`src/common/i3c_tgt_cfg.svh`:
```
// ~~~~~~~~~~~~~~~~~~~~~~~~~~~~~~~~~~~~~~~~~~~~~~~~~~~~~~~~~~~~
// Width macros and the reserved broadcast byte for the
// I3C target transfer controller
// ~~~~~~~~~~~~~~~~~~~~~~~~~~~~~~~~~~~~~~~~~~~~~~~~~~~~~~~~~~~~

`ifndef I3C_TGT_CFG_SVH
`define I3C_TGT_CFG_SVH

// One SDR data byte on the bus
`define I3C_DATA_W 8

// Static and dynamic target addresses
`define I3C_ADDR_W 7

// Broadcast address 7E with the write bit
`define I3C_RSVD_BYTE 8'hFC

`endif

```
`src/common/i3c_tgt_pkg.sv`:
```
// ~~~~~~~~~~~~~~~~~~~~~~~~~~~~~~~~~~~~~~~~~~~~~~~~~~~~~~~~~~~~
// Shared types of the I3C target controller
// Vector typedefs, FSM state enum, bus and FIFO structs
// ~~~~~~~~~~~~~~~~~~~~~~~~~~~~~~~~~~~~~~~~~~~~~~~~~~~~~~~~~~~~

`include "i3c_tgt_cfg.svh"

package i3c_tgt_pkg;

  typedef logic [`I3C_DATA_W-1:0] data_t;
  typedef logic [`I3C_ADDR_W-1:0] addr_t;
  typedef logic [`I3C_DATA_W-1:0] ccc_t;

  // Primary FSM states
  typedef enum logic [3:0] {
    Idle,
    RxFByte,
    CheckFByte,
    TxAckFByte,
    RxSByte,
    RxSByteRepeated,
    CheckSByte,
    TxAckSByte,
    RxPWriteData,
    RxPWriteTbit,
    TxPReadData,
    TxPReadTbit,
    Wait,
    DoCCC,
    DoneCCC
  } tgt_state_e;

  // One-cycle pulses from the bus monitor
  typedef struct packed {
    logic start;
    logic rstart;
    logic stop;
  } bus_evt_t;

  // Level requests towards the bit/byte bus layer
  typedef struct packed {
    logic  rx_bit;
    logic  rx_byte;
    logic  tx_bit;
    logic  tx_byte;
    data_t tx_value;
  } bus_req_t;

  // Done pulses and received data from the bus layer
  typedef struct packed {
    logic  tx_done;
    logic  rx_done;
    data_t rx_data;
  } bus_rsp_t;

  typedef struct packed {
    addr_t sta_addr;
    logic  sta_valid;
    addr_t dyn_addr;
    logic  dyn_valid;
  } addr_cfg_t;

  typedef struct packed {
    logic  wvalid;
    data_t wdata;
    logic  last;
  } rx_fifo_wr_t;

  // Strobes from the FSM to the datapath blocks
  typedef struct packed {
    logic addr_capture;
    logic ccc_capture;
    logic wr_start;
    logic wr_byte_done;
    logic wr_tbit_done;
    logic wr_exit;
    logic rd_load;
    logic rd_tbit;
    logic xfer_start;
    logic idle;
  } tgt_ctrl_t;

endpackage

```
`src/source/addr_decoder.sv`:
```
// ~~~~~~~~~~~~~~~~~~~~~~~~~~~~~~~~~~~~~~~~~~~~~~~~~~~~~~~~~~~~
// Address byte capture, CCC code latch and
// dynamic/static/broadcast address matching
// ~~~~~~~~~~~~~~~~~~~~~~~~~~~~~~~~~~~~~~~~~~~~~~~~~~~~~~~~~~~~
`timescale 1ns/1ns
`include "i3c_tgt_cfg.svh"

module addr_decoder
  import i3c_tgt_pkg::*;
(
  input  logic      clk_i,
  input  logic      rst_ni,
  input  tgt_ctrl_t ctrl_i,
  input  bus_rsp_t  bus_rsp_i,
  input  addr_cfg_t addr_cfg_i,
  output logic      addr_match_o,
  output logic      rsvd_match_o,
  output logic      last_addr_valid_o,
  output data_t     last_addr_o,
  output ccc_t      ccc_o
);

  addr_t addr_q;
  logic  rnw_q;

  // Address and R/nW bit of the last received address byte
  always_ff @(posedge clk_i or negedge rst_ni) begin
    if (!rst_ni) begin
      addr_q <= '0;
      rnw_q  <= 1'b0;
    end else if (ctrl_i.addr_capture) begin
      addr_q <= bus_rsp_i.rx_data[`I3C_DATA_W-1:1];
      rnw_q  <= bus_rsp_i.rx_data[0];
    end else if (ctrl_i.idle) begin
      addr_q <= '0;
      rnw_q  <= 1'b0;
    end
  end

  assign last_addr_o = {addr_q, rnw_q};

  // Valid from the capture until the next start
  always_ff @(posedge clk_i or negedge rst_ni) begin
    if (!rst_ni) begin
      last_addr_valid_o <= 1'b0;
    end else if (ctrl_i.xfer_start) begin
      last_addr_valid_o <= 1'b0;
    end else if (ctrl_i.addr_capture) begin
      last_addr_valid_o <= 1'b1;
    end
  end

  // Command code for the external CCC engine
  always_ff @(posedge clk_i or negedge rst_ni) begin
    if (!rst_ni) begin
      ccc_o <= '0;
    end else if (ctrl_i.ccc_capture) begin
      ccc_o <= bus_rsp_i.rx_data;
    end
  end

  // Dynamic address wins when assigned
  assign addr_match_o = addr_cfg_i.dyn_valid ? (addr_cfg_i.dyn_addr == addr_q) :
                        addr_cfg_i.sta_valid ? (addr_cfg_i.sta_addr == addr_q) :
                        1'b0;
  // Broadcast 7E with write bit
  assign rsvd_match_o = (last_addr_o == `I3C_RSVD_BYTE);

  a_ccc_stable: assert property (@(posedge clk_i) disable iff (!rst_ni)
    !ctrl_i.ccc_capture |=> $stable(ccc_o));

endmodule

```
`src/source/i3c_target.sv`:
```
// ~~~~~~~~~~~~~~~~~~~~~~~~~~~~~~~~~~~~~~~~~~~~~~~~~~~~~~~~~~~~
// I3C target transfer controller, top level
// Primary FSM plus address, RX and TX datapaths
// ~~~~~~~~~~~~~~~~~~~~~~~~~~~~~~~~~~~~~~~~~~~~~~~~~~~~~~~~~~~~
`timescale 1ns/1ns

module i3c_target
  import i3c_tgt_pkg::*;
(
  input  logic        clk_i,
  input  logic        rst_ni,
  input  logic        target_enable_i,
  input  bus_evt_t    bus_evt_i,
  input  bus_rsp_t    bus_rsp_i,
  output bus_req_t    bus_req_o,
  input  addr_cfg_t   addr_cfg_i,
  output rx_fifo_wr_t rx_fifo_o,
  input  logic        rx_fifo_wready_i,
  input  logic        tx_fifo_rvalid_i,
  input  data_t       tx_fifo_rdata_i,
  input  logic        tx_last_byte_i,
  output logic        tx_fifo_rready_o,
  output ccc_t        ccc_o,
  output logic        ccc_valid_o,
  input  logic        ccc_done_i,
  output data_t       last_addr_o,
  output logic        last_addr_valid_o,
  output logic        target_idle_o,
  output logic        target_transmitting_o,
  output logic        event_target_nack_o,
  output logic        parity_err_o,
  output logic        rx_overflow_err_o
);

  tgt_ctrl_t ctrl;
  logic      addr_match;
  logic      rsvd_match;
  logic      tx_end_xfer;
  logic      rx_bit;
  logic      rx_byte;
  logic      tx_bit;
  logic      tx_byte;
  data_t     tx_value;

  // Request flags from the FSM, value from the TX datapath
  assign bus_req_o = '{rx_bit: rx_bit, rx_byte: rx_byte, tx_bit: tx_bit,
                       tx_byte: tx_byte, tx_value: tx_value};

  tgt_fsm u_tgt_fsm (
    .clk_i                 (clk_i),
    .rst_ni                (rst_ni),
    .enable_i              (target_enable_i),
    .bus_evt_i             (bus_evt_i),
    .bus_rsp_i             (bus_rsp_i),
    .addr_match_i          (addr_match),
    .rsvd_match_i          (rsvd_match),
    .tx_fifo_rvalid_i      (tx_fifo_rvalid_i),
    .tx_end_xfer_i         (tx_end_xfer),
    .ccc_done_i            (ccc_done_i),
    .ctrl_o                (ctrl),
    .rx_bit_o              (rx_bit),
    .rx_byte_o             (rx_byte),
    .tx_bit_o              (tx_bit),
    .tx_byte_o             (tx_byte),
    .ccc_valid_o           (ccc_valid_o),
    .target_idle_o         (target_idle_o),
    .target_transmitting_o (target_transmitting_o),
    .event_target_nack_o   (event_target_nack_o)
  );

  addr_decoder u_addr_decoder (
    .clk_i             (clk_i),
    .rst_ni            (rst_ni),
    .ctrl_i            (ctrl),
    .bus_rsp_i         (bus_rsp_i),
    .addr_cfg_i        (addr_cfg_i),
    .addr_match_o      (addr_match),
    .rsvd_match_o      (rsvd_match),
    .last_addr_valid_o (last_addr_valid_o),
    .last_addr_o       (last_addr_o),
    .ccc_o             (ccc_o)
  );

  rx_datapath u_rx_datapath (
    .clk_i             (clk_i),
    .rst_ni            (rst_ni),
    .ctrl_i            (ctrl),
    .bus_rsp_i         (bus_rsp_i),
    .rx_fifo_wready_i  (rx_fifo_wready_i),
    .rx_fifo_o         (rx_fifo_o),
    .parity_err_o      (parity_err_o),
    .rx_overflow_err_o (rx_overflow_err_o)
  );

  tx_datapath u_tx_datapath (
    .clk_i            (clk_i),
    .rst_ni           (rst_ni),
    .ctrl_i           (ctrl),
    .tx_fifo_rdata_i  (tx_fifo_rdata_i),
    .tx_last_byte_i   (tx_last_byte_i),
    .tx_fifo_rready_o (tx_fifo_rready_o),
    .tx_end_xfer_o    (tx_end_xfer),
    .tx_value_o       (tx_value)
  );

endmodule

```
`src/source/rx_datapath.sv`:
```
// ~~~~~~~~~~~~~~~~~~~~~~~~~~~~~~~~~~~~~~~~~~~~~~~~~~~~~~~~~~~~
// Private write datapath
// Byte hold, T-bit parity, overflow and RX FIFO write
// ~~~~~~~~~~~~~~~~~~~~~~~~~~~~~~~~~~~~~~~~~~~~~~~~~~~~~~~~~~~~
`timescale 1ns/1ns

module rx_datapath
  import i3c_tgt_pkg::*;
(
  input  logic        clk_i,
  input  logic        rst_ni,
  input  tgt_ctrl_t   ctrl_i,
  input  bus_rsp_t    bus_rsp_i,
  input  logic        rx_fifo_wready_i,
  output rx_fifo_wr_t rx_fifo_o,
  output logic        parity_err_o,
  output logic        rx_overflow_err_o
);

  data_t data_q;
  logic  parity_q;
  logic  ovf_q;
  logic  ovf_pulse_q;
  logic  tbit_bad;

  // Payload byte, written to the FIFO after its T-bit
  always_ff @(posedge clk_i) begin
    if (ctrl_i.wr_byte_done) begin
      data_q <= bus_rsp_i.rx_data;
    end
  end

  // T-bit is odd parity over the byte
  assign tbit_bad     = bus_rsp_i.rx_data[0] != ~^data_q;
  assign parity_err_o = ctrl_i.wr_tbit_done & tbit_bad;

  // Sticky until the next start or Idle
  always_ff @(posedge clk_i or negedge rst_ni) begin
    if (!rst_ni) begin
      parity_q <= 1'b0;
    end else if (ctrl_i.xfer_start || ctrl_i.idle) begin
      parity_q <= 1'b0;
    end else if (parity_err_o) begin
      parity_q <= 1'b1;
    end
  end

  // Overflow sampled at every byte start, pulse one cycle later
  always_ff @(posedge clk_i or negedge rst_ni) begin
    if (!rst_ni) begin
      ovf_q       <= 1'b0;
      ovf_pulse_q <= 1'b0;
    end else begin
      ovf_pulse_q <= ctrl_i.wr_start & ~rx_fifo_wready_i;
      if (ctrl_i.wr_start) begin
        ovf_q <= ~rx_fifo_wready_i;
      end else if (ctrl_i.xfer_start || ctrl_i.idle) begin
        ovf_q <= 1'b0;
      end
    end
  end

  assign rx_overflow_err_o = ovf_pulse_q;

  // FIFO write in the T-bit done cycle
  assign rx_fifo_o.wvalid = ctrl_i.wr_tbit_done & ~tbit_bad & ~parity_q & ~ovf_q;
  assign rx_fifo_o.wdata  = data_q;
  assign rx_fifo_o.last   = ctrl_i.wr_exit;

  // No write after a parity error for the rest of the transfer
  a_parity_block: assert property (@(posedge clk_i) disable iff (!rst_ni)
    parity_err_o |=> !rx_fifo_o.wvalid until (ctrl_i.xfer_start || ctrl_i.idle));

endmodule

```
`src/source/tx_datapath.sv`:
```
// ~~~~~~~~~~~~~~~~~~~~~~~~~~~~~~~~~~~~~~~~~~~~~~~~~~~~~~~~~~~~
// Private read datapath
// TX FIFO pop, last-byte tracking, bus value select
// ~~~~~~~~~~~~~~~~~~~~~~~~~~~~~~~~~~~~~~~~~~~~~~~~~~~~~~~~~~~~
`timescale 1ns/1ns
`include "i3c_tgt_cfg.svh"

module tx_datapath
  import i3c_tgt_pkg::*;
(
  input  logic      clk_i,
  input  logic      rst_ni,
  input  tgt_ctrl_t ctrl_i,
  input  data_t     tx_fifo_rdata_i,
  input  logic      tx_last_byte_i,
  output logic      tx_fifo_rready_o,
  output logic      tx_end_xfer_o,
  output data_t     tx_value_o
);

  data_t byte_q;
  logic  last_q;
  logic  rd_active_q;

  // Pop on entry to the read data phase
  assign tx_fifo_rready_o = ctrl_i.rd_load;

  always_ff @(posedge clk_i) begin
    if (ctrl_i.rd_load) begin
      byte_q <= tx_fifo_rdata_i;
    end
  end

  always_ff @(posedge clk_i or negedge rst_ni) begin
    if (!rst_ni) begin
      last_q <= 1'b0;
    end else if (ctrl_i.rd_load) begin
      last_q <= tx_last_byte_i;
    end
  end

  assign tx_end_xfer_o = last_q;

  // Set while a private read owns the bus value
  always_ff @(posedge clk_i or negedge rst_ni) begin
    if (!rst_ni) begin
      rd_active_q <= 1'b0;
    end else if (ctrl_i.xfer_start || ctrl_i.idle) begin
      rd_active_q <= 1'b0;
    end else if (ctrl_i.rd_load) begin
      rd_active_q <= 1'b1;
    end
  end

  // T-bit is 1 for more data, 0 after the last byte
  // ACK outside a read drives zero
  always_comb begin
    if (ctrl_i.rd_tbit) begin
      tx_value_o = {{(`I3C_DATA_W-1){1'b0}}, ~last_q};
    end else if (rd_active_q) begin
      tx_value_o = byte_q;
    end else begin
      tx_value_o = '0;
    end
  end

endmodule

```
`src/tgt_fsm/tgt_fsm.sv`:
```
// ~~~~~~~~~~~~~~~~~~~~~~~~~~~~~~~~~~~~~~~~~~~~~~~~~~~~~~~~~~~~
// Primary transfer FSM of the I3C target
// Address, ACK, private write/read and CCC hand-off phases
// ~~~~~~~~~~~~~~~~~~~~~~~~~~~~~~~~~~~~~~~~~~~~~~~~~~~~~~~~~~~~
`timescale 1ns/1ns

module tgt_fsm
  import i3c_tgt_pkg::*;
(
  input  logic      clk_i,
  input  logic      rst_ni,
  input  logic      enable_i,
  input  bus_evt_t  bus_evt_i,
  input  bus_rsp_t  bus_rsp_i,
  input  logic      addr_match_i,
  input  logic      rsvd_match_i,
  input  logic      tx_fifo_rvalid_i,
  input  logic      tx_end_xfer_i,
  input  logic      ccc_done_i,
  output tgt_ctrl_t ctrl_o,
  output logic      rx_bit_o,
  output logic      rx_byte_o,
  output logic      tx_bit_o,
  output logic      tx_byte_o,
  output logic      ccc_valid_o,
  output logic      target_idle_o,
  output logic      target_transmitting_o,
  output logic      event_target_nack_o
);

  tgt_state_e state_q, state_d;
  logic       bus_start;
  logic       rnw_q;

  // START and repeated START are handled alike
  assign bus_start = bus_evt_i.start | bus_evt_i.rstart;

  always_comb begin
    state_d = state_q;
    unique case (state_q)
      Idle: begin
        if (enable_i && bus_start) state_d = RxFByte;
      end
      RxFByte: begin
        if (bus_rsp_i.rx_done) state_d = CheckFByte;
      end
      // Match flags are valid one cycle after the capture
      CheckFByte: begin
        state_d = (addr_match_i || rsvd_match_i) ? TxAckFByte : Wait;
      end
      TxAckFByte: begin
        if (bus_rsp_i.tx_done) begin
          if (rsvd_match_i) state_d = RxSByte;
          else state_d = rnw_q ? TxPReadData : RxPWriteData;
        end
      end
      // Broadcast seen, either a command byte or a repeated START
      RxSByte: begin
        if (bus_start) state_d = RxSByteRepeated;
        else if (bus_evt_i.stop) state_d = Idle;
        else if (bus_rsp_i.rx_done) state_d = DoCCC;
      end
      RxSByteRepeated: begin
        if (bus_rsp_i.rx_done) state_d = CheckSByte;
      end
      CheckSByte: begin
        state_d = addr_match_i ? TxAckSByte : Wait;
      end
      TxAckSByte: begin
        if (bus_rsp_i.tx_done) state_d = rnw_q ? TxPReadData : RxPWriteData;
      end
      // Private write loop
      RxPWriteData: begin
        if (bus_start) state_d = RxFByte;
        else if (bus_evt_i.stop) state_d = Idle;
        else if (bus_rsp_i.rx_done) state_d = RxPWriteTbit;
      end
      RxPWriteTbit: begin
        if (bus_rsp_i.rx_done) state_d = RxPWriteData;
      end
      // Private read loop
      TxPReadData: begin
        if (bus_start) state_d = RxFByte;
        else if (bus_evt_i.stop) state_d = Idle;
        else if (bus_rsp_i.tx_done) state_d = TxPReadTbit;
      end
      TxPReadTbit: begin
        if (bus_start) state_d = RxFByte;
        else if (bus_evt_i.stop) state_d = Idle;
        else if (bus_rsp_i.tx_done) begin
          // Keep reading while more bytes are queued
          state_d = (!tx_end_xfer_i && tx_fifo_rvalid_i) ? TxPReadData : Wait;
        end
      end
      // Not for us, or read finished
      Wait: begin
        if (bus_start) state_d = RxFByte;
        else if (bus_evt_i.stop) state_d = Idle;
      end
      DoCCC: begin
        if (ccc_done_i) state_d = DoneCCC;
      end
      DoneCCC: state_d = Idle;
      default: state_d = Idle;
    endcase
  end

  // Local copy of the R/nW bit, loaded with the address byte
  always_ff @(posedge clk_i or negedge rst_ni) begin
    if (!rst_ni) begin
      rnw_q <= 1'b0;
    end else if (ctrl_o.addr_capture) begin
      rnw_q <= bus_rsp_i.rx_data[0];
    end
  end

  always_ff @(posedge clk_i or negedge rst_ni) begin
    if (!rst_ni) begin
      state_q <= Idle;
    end else begin
      state_q <= state_d;
    end
  end

  // Byte requests are dropped while a start is on the bus
  assign rx_byte_o = (state_q inside {RxFByte, RxSByte, RxSByteRepeated, RxPWriteData})
                     & ~bus_start;
  assign rx_bit_o  = (state_q == RxPWriteTbit);
  assign tx_bit_o  = (state_q inside {TxAckFByte, TxAckSByte, TxPReadTbit});
  assign tx_byte_o = (state_q == TxPReadData) & ~bus_start;

  // Datapath strobes
  assign ctrl_o.addr_capture = bus_rsp_i.rx_done
                               & (state_q inside {RxFByte, RxSByte, RxSByteRepeated});
  assign ctrl_o.ccc_capture  = bus_rsp_i.rx_done & (state_q == RxSByte);
  assign ctrl_o.wr_start     = (state_d == RxPWriteData) & (state_q != RxPWriteData);
  assign ctrl_o.wr_byte_done = bus_rsp_i.rx_done & (state_q == RxPWriteData);
  assign ctrl_o.wr_tbit_done = bus_rsp_i.rx_done & (state_q == RxPWriteTbit);
  assign ctrl_o.wr_exit      = (state_q == RxPWriteData) & (bus_start | bus_evt_i.stop);
  assign ctrl_o.rd_load      = (state_d == TxPReadData) & (state_q != TxPReadData);
  assign ctrl_o.rd_tbit      = (state_q == TxPReadTbit);
  assign ctrl_o.xfer_start   = bus_start;
  assign ctrl_o.idle         = (state_q == Idle);

  // Status and events
  assign ccc_valid_o           = (state_q == DoCCC);
  assign target_idle_o         = (state_q == Idle);
  assign target_transmitting_o = (state_q inside {TxAckFByte, TxAckSByte,
                                                  TxPReadData, TxPReadTbit});
  // One NACK count per refused or finished transfer
  assign event_target_nack_o   = (state_d == Wait) & (state_q != Wait);

  // Bus layer accepts one request at a time
  a_one_req: assert property (@(posedge clk_i) disable iff (!rst_ni)
    $onehot0({rx_bit_o, rx_byte_o, tx_bit_o, tx_byte_o}));

  // CCC hand-off holds until done, then one DoneCCC cycle before Idle
  a_ccc_hold: assert property (@(posedge clk_i) disable iff (!rst_ni)
    ccc_valid_o && !ccc_done_i |=> ccc_valid_o);
  a_ccc_exit: assert property (@(posedge clk_i) disable iff (!rst_ni)
    ccc_valid_o && ccc_done_i |=> state_q == DoneCCC ##1 target_idle_o);

endmodule
```
`config.mk`:
```
export PLATFORM = sky130hd
export DESIGN_NAME = i3c_target
export DESIGN_NICKNAME = d
export VERILOG_FILES = /design/src/common/i3c_tgt_pkg.sv /design/src/source/addr_decoder.sv /design/src/source/i3c_target.sv /design/src/source/rx_datapath.sv /design/src/source/tx_datapath.sv /design/src/tgt_fsm/tgt_fsm.sv
export VERILOG_INCLUDE_DIRS = /design/src /design/src/common
export SDC_FILE = /design/constraint.sdc
export NUM_CORES = 1
export LEC_CHECK = 0
export ABC_CLOCK_PERIOD_IN_PS = 3200
export BUFFER_PORTS_ARGS = -buffer_cell sky130_fd_sc_hd__buf_2
export CAP_MARGIN = 20
export CORE_MARGIN = 5
export CORE_UTILIZATION = 44
export CTS_CLUSTER_DIAMETER = 60
export DETAILED_ROUTE_END_ITERATION = 8
export MAX_ROUTING_LAYER = met4
export PLACE_DENSITY = 0.83
export SLEW_MARGIN = 30
export SYNTH_ARGS = -nofsm -noshare
export SYNTH_HDL_FRONTEND = slang
export SYNTH_SLANG_ARGS = --single-unit
```
`constraint.sdc`:
```
create_clock -name clk_i -period 3.2 [get_ports clk_i]
set_input_delay 0.96 -clock clk_i [delete_from_list [all_inputs] [get_ports clk_i]]
set_output_delay 0.96 -clock clk_i [all_outputs]
set_load 0.02 [all_outputs]
```
==> results.sh, run 1 <==
export IMPL_status="finished, violations left"
export IMPL_violations="setup timing"
export IMPL_async_reset_ff_share_pct=62.8
export IMPL_finalSetupTns_ns=-0.491
export IMPL_hold_violations=0
export IMPL_ir_drop_uv=544
export IMPL_worst_pin_slew_ns=0.611
export IMPL_cts_htree_levels=2
export IMPL_period_needed_ns=3.47
export IMPL_synth_most_common_cell="nand2_1"
export IMPL_required_ns=2.24
export IMPL_antenna_found_initial=0
export IMPL_clock_latency_ns=0.29
export IMPL_cts_sinks=43
export IMPL_drive_gt1_share_pct=45.7
export IMPL_comb_power_share_pct=48.5
export IMPL_grt_max_degree=28
export IMPL_critPathSlowestCell="nor4_1"
export IMPL_synth_top_flop_cell="dfrtp_1"
export IMPL_sequentialPowerShare_pct=35.2
export IMPL_synth_top_area_share_pct=28.3
export IMPL_cp_start_kind="input port"
export IMPL_cts_max_path_buffers=2
export IMPL_area_growth_pct=39.2
export IMPL_synth_seq_area_share_pct=48.5
export IMPL_holdWs_ns=0.504
export IMPL_setup_viol=2
export IMPL_dpl_hpwl_mm=5.00
export IMPL_grt_pass1_vias=2242
export IMPL_drt_initial_drc_count=104
export IMPL_dieArea_mm2=0.00699
export IMPL_fin_crit_sh_pct=108
export IMPL_leakagePower_uw=0.00153
export IMPL_hold_path_class="flip-flop to flip-flop"
export IMPL_fmax_ghz=0.288
export IMPL_placed_cell_area_mm2=0.00305
export IMPL_antenna_left=0
export IMPL_final_nets=389
export IMPL_grt_pass1_wl_mm=10.7
export IMPL_ys_ff_latch=43
export IMPL_synth_nets=281
export IMPL_first_pass_iters=4
export IMPL_crit_path_max_fanout=3
export IMPL_grt_ovfl_total=0
export IMPL_synth_area_per_cell_um2=10.1
export IMPL_rows=26
export IMPL_num_antenna_cells=0
export IMPL_routed_via_density=5.15
export IMPL_maxCapViolations=0
export IMPL_cts_tree="yes"
export IMPL_route_detailed_drc=0
export IMPL_chipHeight_um=83.6
export IMPL_end_kind="output port"
export IMPL_crit_buf_inv=3
export IMPL_wirelength_mm=6.36
export IMPL_yosys_top_cells_count="28 x nand2_1, 27 x dfrtp_1, 17 x nor2_1"
export IMPL_fin_worst_skew_ns=0.00283
export IMPL_cpLargestDelayFamily="simple AND/OR/NAND/NOR gates"
export IMPL_yosysTopAreaCell="dfrtp_1"
export IMPL_yosysUniqueCellTypes=51
export IMPL_syn_inst=237
export IMPL_cts_made_buffers=5
export IMPL_routabilityCongestion=0.870
export IMPL_grt_use_total_pct=19.1
export IMPL_ys_warn_count=0
export IMPL_synth_edff_count=16
export IMPL_synth_area_mm2=0.00238
export IMPL_num_vias=2143
export IMPL_slew_headroom_pct=59.3
export IMPL_io_buffers=89
export IMPL_pwr_share_clk_pct=16.3
export IMPL_switchingPower_uw=1060
export IMPL_io_pin_count=90
export IMPL_p_per_area_mw_per_mm2=774
export IMPL_swShare_pct=41.4
export IMPL_coreArea_mm2=0.00517
export IMPL_synth_area_top_cells="dfrtp_1 28%, edfxtp_1 20%, xor2_1 4.8%"
export IMPL_die_w_um=83.6
export IMPL_setup_ws_ns=-0.268
export IMPL_slew_viol_final=0
export IMPL_fin_cells=416
export IMPL_slowest_delay_ns=0.27
export IMPL_internal_power_uw=1500
export IMPL_stdcell_area_mm2=0.00332
export IMPL_start_util_pct=46.1
export IMPL_critical_path_class="input port to output port"
export IMPL_clk_pin_slew_ns=0.08
export IMPL_fillers=413
export IMPL_cp_cell_sequence="buf_2 -> xor2_1 -> nor4_1 -> nand4_1 -> buf_4 -> a31o_1 -> and3_4 -> and4_4 -> buf_6"
export IMPL_dp_cells=406
export IMPL_cts_root_buffer="clkbuf_8"
export IMPL_critPathArrivalTime_ns=2.51
export IMPL_rsz0062_at_grt="true"
export IMPL_wl_per_cell_um=15.3
## power groups by stage
stage | combinational (µW) | sequential (µW) | clock [µW]
finish | 1250 | 905 | 417
global route | 1360 | 934 | 453
CTS | 1230 | 904 | 428
detailed placement | 1160 | 910 | 0
global placement | 1140 | 900 | 0
floorplan | 715 | 952 | 0
## final timing paths
| path | startpoint | to | slack [ns] | cells past startpoint |
|---|---|---|---|---|
| max | addr_cfg_i[11] | tx_fifo_rready_o | -0.27 | 9 |
| min | u_addr_decoder.ccc_o[3] | u_addr_decoder.ccc_o[3] | 0.50 | 1 |
| max reg2reg | u_addr_decoder.addr_q[6] | u_tx_datapath.tx_end_xfer_o | 0.71 | 8 |
| min reg2reg | u_addr_decoder.ccc_o[3] | u_addr_decoder.ccc_o[3] | 0.50 | 1 |
| max in group asynchronous | rst_ni | u_tgt_fsm.state_q[3] | 2.09 | 1 |
| min in group asynchronous | rst_ni | u_addr_decoder.ccc_o[2] | 0.67 | 1 |
## per-stage QoR
step / worst slack [ns] / util [%] / power, µW
6_report: -0.268 / 64.2 / 2570
5_1_grt: -0.333 / 64.2 / 2750
4_1_cts: -0.275 / 62.7 / 2560
3_5_place_dp: -0.403 / 59.0 / 2070
3_3_place_gp: -0.346 / 59.0 / 2040
2_1_floorplan: -0.0764 / - / 1670
## cells in the final DEF, fill, tap and decap left out, types with 8 or more instances in the layout
master,instances
dfrtp_1,26
nand2_1,28
xor2_1,12
mux2_2,8
edfxtp_1,16
buf_2,82
nor2_1,17
buf_4,29
and2_1,9
o21ai_0,12
xnor2_1,10
## worst reg2reg max path, cell delays in order (launching register included)
cell,delay [ns]
dfrtp_1,0.49
nand4_1,0.18
or4_4,0.52
a41oi_2,0.19
and3_1,0.22
o31ai_1,0.11
and4_4,0.20
buf_4,0.17
mux2_4,0.30
## layer usage
metal,vias to the layer above,track usage (%),wire (µm)
met4,0,4.09,16
met3,2,5.23,497
met1,1006,24.3,2620
li1,1051,-,-
met2,84,30.8,3230
met5,-,-,0
## sequential cells by signal (all words and copies together) (netlist names), 4 cells and up
name,count
u_tx_datapath.byte_q,8
u_addr_decoder.ccc_o,8
u_addr_decoder.addr_q,7
u_rx_datapath.data_q,8
u_tgt_fsm.state_q,4
## timing repair
action | 4_1_cts | 5_1_grt
pin swaps | 6 | 4
hold buffers | 0 | 0
setup buffers | 1 | 1
endpoints found under the hold margin | 0 | 0
resized for setup | 17 | 14
setup endpoints to repair | 2 | 3
## layout make-up
type / count / area (µm²) / area share [%]
Sequential cell: 43 / 1160 / 34.9
Clock buffer: 5 / 68.8 / 2.07
Inverter: 7 / 30.0 / 0.905
Clock inverter: 3 / 43.8 / 1.32
Multi-Input combinational cell: 172 / 1240 / 37.3
Timing Repair Buffer: 116 / 693 / 20.9
Tap cell: 70 / 87.6 / 2.64
## cells by family after synthesis
| kind of cell | share of synthesized area, % |
|---|---|
| AND/OR/NAND/NOR | 21.0 |
| flip-flops | 48.5 |
| AO/OA/AOI/OAI | 11.8 |
| XOR/XNOR | 9.19 |
| buffers and inverters | 4.62 |
| multiplexers | 4.83 |
No activity file was read; power rests on OpenSTA's default activity.
==> run 2, diff against run 1 <==
--- a/config.mk
+++ b/config.mk
@@ -6,11 +6,12 @@
 export SDC_FILE = /design/constraint.sdc
 export NUM_CORES = 1
 export LEC_CHECK = 0
+export ABC_AREA = 1
 export ABC_CLOCK_PERIOD_IN_PS = 3200
 export BUFFER_PORTS_ARGS = -buffer_cell sky130_fd_sc_hd__buf_2
 export CAP_MARGIN = 20
 export CORE_MARGIN = 5
-export CORE_UTILIZATION = 44
+export CORE_UTILIZATION = 45
 export CTS_CLUSTER_DIAMETER = 60
 export DETAILED_ROUTE_END_ITERATION = 8
 export MAX_ROUTING_LAYER = met4
==> constraint.sdc (replaced) <==
create_clock -name clk_i -period 3.2 [get_ports clk_i]
set_input_delay 0 -clock clk_i [delete_from_list [all_inputs] [get_ports clk_i]]
set_output_delay 0 -clock clk_i [all_outputs]
set_load 0.02 [all_outputs]
==> results.sh, run 2 <==
export IMPL_grt_use_total_pct=20.3
export IMPL_cpLargestDelayFamily="simple AND/OR/NAND/NOR gates"
export IMPL_cts_root_buffer="clkbuf_8"
export IMPL_clk_pin_slew_ns=0.08
export IMPL_final_cell_mix="102 x nand2_1, 89 x buf_2, 56 x inv_1, 38 x nor2_1, 27 x dfrtp_1"
export IMPL_required_ns=3.20
export IMPL_sequentialPowerShare_pct=37.8
export IMPL_antenna_found_initial=0
export IMPL_synthAdderAreaFrac_pct=0
export IMPL_syn_inst=351
export IMPL_comb_power_share_pct=48.0
export IMPL_finalSetupTns_ns=0
export IMPL_cp_start_kind="flip-flop"
export IMPL_route_detailed_drc=0
export IMPL_leakagePower_uw=0.00181
export IMPL_yosysTopAreaCell="dfrtp_1"
export IMPL_critPathSlowestCell="dfrtp_1"
export IMPL_grt_pass1_wl_mm=11.5
export IMPL_fin_crit_sh_pct=74.7
export IMPL_drt_initial_drc_count=221
export IMPL_yosysUniqueCellTypes=28
export IMPL_crit_path_max_fanout=9
export IMPL_period_needed_ns=2.39
export IMPL_dpl_hpwl_mm=5.54
export IMPL_p_per_area_mw_per_mm2=713
export IMPL_grt_max_degree=28
export IMPL_synth_top_area_share_pct=26.4
export IMPL_first_pass_iters=4
export IMPL_maxCapViolations=0
export IMPL_cts_max_path_buffers=2
export IMPL_ys_ff_latch=43
export IMPL_antenna_left=0
export IMPL_ir_drop_uv=489
export IMPL_synthSimpleGateAreaFrac_pct=31.3
export IMPL_synth_top_family_by_area="simple AND/OR/NAND/NOR gates"
export IMPL_crit_start="u_tgt_fsm.state_q[2]"
export IMPL_slew_headroom_pct=51.4
export IMPL_synth_nets=395
export IMPL_cts_htree_levels=2
export IMPL_grt_pass1_vias=2526
export IMPL_num_vias=2567
export IMPL_hold_path_class="input port to flip-flop"
export IMPL_wl_per_cell_um=13.3
export IMPL_rows=27
export IMPL_cts_sinks=43
export IMPL_synth_area_top_cells="dfrtp_1 26%, edfxtp_1 19%, nand2_1 15%"
export IMPL_ys_warn_count=0
export IMPL_io_pin_count=90
export IMPL_fin_worst_skew_ns=0.00329
export IMPL_synth_area_per_cell_um2=7.30
export IMPL_cpMostUsedCell="nand2_1"
export IMPL_synth_edff_count=16
export IMPL_start_util_pct=46.5
export IMPL_fmax_ghz=0.419
export IMPL_cts_made_buffers=5
export IMPL_end_kind="output port"
export IMPL_internal_power_uw=1250
export IMPL_switchingPower_uw=1100
export IMPL_yosys_top_cells_count="102 x nand2_1, 56 x inv_1, 38 x nor2_1"
export IMPL_slew_viol_final=0
export IMPL_setup_viol=0
export IMPL_drive_gt1_share_pct=26.7
export IMPL_final_common_cell="nand2_1"
export IMPL_cts_tree="yes"
export IMPL_synth_compound_area_share_pct=6.98
export IMPL_dieArea_mm2=0.00730
export IMPL_rsz0062_at_grt="false"
export IMPL_hold_violations=0
export IMPL_swShare_pct=46.8
export IMPL_holdWs_ns=0.0181
export IMPL_io_buffers=89
export IMPL_synth_area_mm2=0.00256
export IMPL_wirelength_mm=7.01
export IMPL_synth_mux_area_share_pct=0.439
export IMPL_critPathArrivalTime_ns=2.39
export IMPL_die_w_um=85.5
export IMPL_area_growth_pct=29.0
export IMPL_synth_most_common_cell="nand2_1"
export IMPL_num_antenna_cells=0
export IMPL_critical_path_class="flip-flop to output port"
export IMPL_clock_latency_ns=0.29
export IMPL_coreArea_mm2=0.00551
export IMPL_reg_top3="u_addr_decoder.ccc_o: 8 flops, u_rx_datapath.data_q: 8 flops, u_tx_datapath.byte_q: 8 flops"
export IMPL_fillers=487
export IMPL_slowest_delay_ns=0.55
export IMPL_cp_cell_sequence="inv_2 -> nor2_2 -> nand2_1 -> o21ai_1 -> nand2_1 -> nand2_1 -> nor2_1 -> nand2_1 -> nand3_1 -> nor2_2 -> nand2_2 -> inv_1 -> buf_2"
export IMPL_status="complete, no violations"
export IMPL_crit_buf_inv=3
export IMPL_pwr_share_clk_pct=14.2
export IMPL_routabilityCongestion=1.09
export IMPL_async_reset_ff_share_pct=62.8
export IMPL_routed_via_density=4.85
export IMPL_cts_resized=0
export IMPL_synth_xor_area_share_pct=3.76
export IMPL_worst_pin_slew_ns=0.726
export IMPL_hold_start="bus_evt_i[2]"
export IMPL_synth_seq_area_share_pct=45.1
export IMPL_chipHeight_um=85.5
export IMPL_synth_top_flop_cell="dfrtp_1"
export IMPL_r2r_start="u_tgt_fsm.state_q[2]"
export IMPL_grt_ovfl_total=0
export IMPL_final_nets=500
run 2: changes by cell type in the layout (fill, tap and decap cells not counted), sizes merged, moves of 6 or more:
cell         change
and2             -9
buf             -27
dlygate4sd3     +19
inv             +58
mux2             -8
nand2           +80
nand2b           -6
nand3           +21
nor2            +29
o22ai            +6
xor2            -10
run 2: cell type report:
cell class / count / area, µm² / share of cell area [%]
Inverter: 66 / 250 / 7.57
Multi-Input combinational cell: 232 / 1090 / 32.9
Clock inverter: 2 / 12.5 / 0.379
Sequential cell: 43 / 1160 / 35.0
Tap cell: 72 / 90.1 / 2.73
Timing Repair Buffer: 108 / 636 / 19.2
Clock buffer: 6 / 72.6 / 2.20
run 2: repair_timing:
item                                   in CTS  in global routing
endpoints found under the hold margin      49                  0
hold buffers                               19                  0
setup buffers                               0                  0
run 2: tightest hold or removal path, cell delays in order:
cell	delay (ns)
buf_2	0.10
nor2_2	0.08
o21a_1	0.11
run 2: kinds of logic (layout without fill, tap and decap cells):
kind of cell	after synthesis	in the layout
buf+inv	76	182
compound gates	31	31
xor+xnor	11	11
mux	1	1
simple gates	189	189
flops	43	43
run 2: metrics by stage:
stage                     setup WS (ns)  instance area (µm²)  power (µW)  utilization, %  cells
after floorplan                    1.20                 2560        1680               -    351
after CTS                         0.840                 3300        2360            60.0    529
after global placement             1.07                 3030        2010            55.0    502
after global routing              0.622                 3300        2540            60.0    529
after detailed placement           1.06                 3030        2010            55.0    502
final                             0.811                 3300        2360            60.0    529
run 2: path summary, 6_finish.rpt:
check	cells past startpoint	slack, ns	to
setup reg to reg	12	1.02	u_tx_datapath.byte_q[7]
hold / removal	3	0.02	u_addr_decoder.last_addr_valid_o
min in group asynchronous	2	0.25	u_addr_decoder.ccc_o[2]
setup / recovery	13	0.81	tx_fifo_rready_o
hold reg to reg	2	0.49	u_addr_decoder.ccc_o[7]
max in group asynchronous	2	2.55	u_tgt_fsm.state_q[3]
run 2: power groups by stage:
stage | registers, µW | logic (µW) | clock network, µW
after floorplan | 954 | 728 | 0
after global placement | 901 | 1100 | 0
after detailed placement | 901 | 1110 | 0
after CTS | 891 | 1130 | 344
after global routing | 920 | 1250 | 372
final | 891 | 1130 | 334
run 2: layer usage:
metal  GRT usage, %  vias to the layer above  share of wire (%)
li1               -                     1291                  -
met1           24.2                     1116                 42
met2           33.1                      142                 46
met3           5.44                       18                9.9
met4           7.34                        0                2.9
met5              -                        -                  0
==> run 3, diff against run 2 <==
--- a/config.mk
+++ b/config.mk
@@ -7,7 +7,7 @@
 export NUM_CORES = 1
 export LEC_CHECK = 0
 export ABC_AREA = 1
-export ABC_CLOCK_PERIOD_IN_PS = 3200
+export ABC_CLOCK_PERIOD_IN_PS = 2180
 export BUFFER_PORTS_ARGS = -buffer_cell sky130_fd_sc_hd__buf_2
 export CAP_MARGIN = 20
 export CORE_MARGIN = 5
==> constraint.sdc (replaced) <==
create_clock -name clk_i -period 2.18 [get_ports clk_i]
set_input_delay 0 -clock clk_i [delete_from_list [all_inputs] [get_ports clk_i]]
set_output_delay 0 -clock clk_i [all_outputs]
set_load 0.02 [all_outputs]
==> results.sh, run 3 (synthesis gave the netlist of run 2 again) <==
export IMPL_r2r_start="u_tgt_fsm.state_q[0]"
export IMPL_maxCapViolations=0
export IMPL_first_pass_iters=4
export IMPL_io_buffers=89
export IMPL_dieArea_mm2=0.00730
export IMPL_cp_depth=11
export IMPL_regArea_mm2=0.00116
export IMPL_worst_pin_slew_ns=0.626
export IMPL_p_per_area_mw_per_mm2=1060
export IMPL_num_vias=2619
export IMPL_grt_pass1_wl_mm=12.0
export IMPL_drt_initial_drc_count=223
export IMPL_hold_path_end="u_addr_decoder.last_addr_valid_o"
export IMPL_fillers=506
export IMPL_r2r_end="u_tx_datapath.byte_q[7]"
export IMPL_grt_max_degree=28
export IMPL_final_cell_mix="101 x nand2_1, 88 x buf_2, 53 x inv_1, 37 x nor2_1, 23 x nand3_1"
export IMPL_cts_sinks=43
export IMPL_route_detailed_drc=0
export IMPL_multi_input_area_mm2=0.00113
export IMPL_rows=27
export IMPL_cp_cell_sequence="buf_4 -> o21ai_0 -> nand2_1 -> nand2_1 -> nand2_1 -> inv_1 -> nand2_1 -> nor2_2 -> nand4_1 -> nor3_2 -> buf_4"
export IMPL_hold_path_class="input port to flip-flop"
export IMPL_crit_buf_inv=3
export IMPL_start_util_pct=46.5
export IMPL_cp_start_kind="flip-flop"
export IMPL_end_kind="output port"
export IMPL_r2r_slack_ns=0.14
export IMPL_drive_gt1_share_pct=32.3
export IMPL_required_ns=2.18
export IMPL_status="complete, no violations"
export IMPL_fin_util_pct=62.9
export IMPL_grt_ovfl_total=0
export IMPL_wl_per_cell_um=13.7
export IMPL_crit_path_max_fanout=7
export IMPL_fin_worst_skew_ns=0.00604
export IMPL_fin_crit_sh_pct=95.5
export IMPL_clock_latency_ns=0.30
export IMPL_cts_made_buffers=5
export IMPL_area_growth_pct=35.2
export IMPL_dpl_hpwl_mm=5.82
export IMPL_clk_pin_slew_ns=0.08
export IMPL_cpMostUsedCell="nand2_1"
export IMPL_setup_viol=0
export IMPL_switchingPower_uw=1700
export IMPL_holdWs_ns=0.00714
export IMPL_critPathSlowestCell="dfrtp_2"
export IMPL_internal_power_uw=1970
export IMPL_comb_power_share_pct=50.3
export IMPL_period_needed_ns=2.08
export IMPL_hold_violations=0
export IMPL_pwr_share_clk_pct=13.6
export IMPL_die_w_um=85.5
export IMPL_routabilityCongestion=1.01
export IMPL_swShare_pct=46.3
export IMPL_coreArea_mm2=0.00551
export IMPL_cts_tree="yes"
export IMPL_slew_viol_final=0
export IMPL_rsz0062_at_grt="true"
export IMPL_critical_path_class="flip-flop to output port"
export IMPL_cts_htree_levels=2
export IMPL_hold_start="bus_evt_i[1]"
export IMPL_reg_top3="u_addr_decoder.ccc_o: 8 flops, u_rx_datapath.data_q: 8 flops, u_tx_datapath.byte_q: 8 flops"
export IMPL_cts_root_buffer="clkbuf_8"
export IMPL_critPathArrivalTime_ns=2.08
export IMPL_antenna_left=0
export IMPL_routed_via_density=4.83
export IMPL_slowest_delay_ns=0.46
export IMPL_num_antenna_cells=0
export IMPL_ir_drop_uv=766
export IMPL_ff2ff_path_depth=13
export IMPL_cpLargestDelayFamily="simple AND/OR/NAND/NOR gates"
export IMPL_hold_path_depth=3
export IMPL_final_nets=513
export IMPL_wirelength_mm=7.42
export IMPL_grt_pass1_vias=2551
export IMPL_chipHeight_um=85.5
export IMPL_io_pin_count=90
export IMPL_leakagePower_uw=0.00187
export IMPL_fmax_ghz=0.480
export IMPL_final_common_cell="nand2_1"
export IMPL_slew_headroom_pct=58.3
export IMPL_antenna_found_initial=0
export IMPL_sequentialPowerShare_pct=36.0
export IMPL_grt_use_total_pct=21.1
export IMPL_cts_max_path_buffers=2
run 3: how the worst max path moves through the flow:
stage	startpoint	endpoint	slack [ns]
floorplan	u_tgt_fsm.state_q[0]	u_tx_datapath.byte_q[0]	0.18
global placement	u_tgt_fsm.state_q[2]	u_tx_datapath.byte_q[1]	0.07
detailed placement	u_tgt_fsm.state_q[2]	u_tx_datapath.byte_q[1]	0.04
CTS	u_tgt_fsm.state_q[1]	event_target_nack_o	0.02
global route	u_tgt_fsm.state_q[3]	event_target_nack_o	-0.02
finish	u_tgt_fsm.state_q[0]	event_target_nack_o	0.1
run 3: stage by stage:
| step | setup WS, ns | cells | cell area (µm²) | total power [µW] | setup TNS [ns] |
|---|---|---|---|---|---|
| after CTS | 0.0155 | 538 | 3380 | 3570 | 0 |
| after global placement | 0.0736 | 509 | 3080 | 3000 | 0 |
| final | 0.0984 | 542 | 3460 | 3670 | 0 |
| after floorplan | 0.177 | 351 | 2560 | 2470 | 0 |
| after detailed placement | 0.0368 | 509 | 3080 | 3020 | 0 |
| after global routing | -0.0247 | 542 | 3460 | 3950 | -0.0308 |
run 3: cell type report:
cell class / instances / area share [%]
clock inverters: 2 / 0.397
clock buffers: 6 / 2.09
multi-input cells: 232 / 32.6
flip-flops and latches: 43 / 33.6
inverters: 66 / 7.33
repair buffers: 121 / 21.3
well taps: 72 / 2.60
run 3: worst reg2reg max path, cell delays in order, from the launching register on:
cell and delay (ns):
dfrtp_2 0.46, buf_4 0.16, o21ai_0 0.15, nand2_1 0.08
nand2_1 0.09, nand2_1 0.05, inv_1 0.04, nand2_1 0.06
nor2_2 0.13, nand4_1 0.13, inv_2 0.08, nand2_2 0.08
clkinvlp_4 0.09, buf_4 0.15
run 3: layer usage:
metal	GRT usage (%)	wire length [µm]
met1	27.1	3200
met5	-	0
met4	5.61	108
met2	34.8	3530
met3	3.11	576
run 3: power by group through the flow:
stage               Combinational, µW  Sequential, µW  Clock, µW
finish                           1850            1320        501
detailed placement               1690            1330          0
global placement                 1680            1320          0
floorplan                        1070            1400          0
global route                     2040            1360        549
CTS                              1730            1320        514
run 3: timing repair:
item                                    CTS  global route
endpoints found under the hold margin    51             0
cloned                                    0             0
resized for setup                         5            16
pin swaps                                 0             2
buffers inserted                          1             4
endpoints found under the setup margin    1            10
hold buffers                             20             0
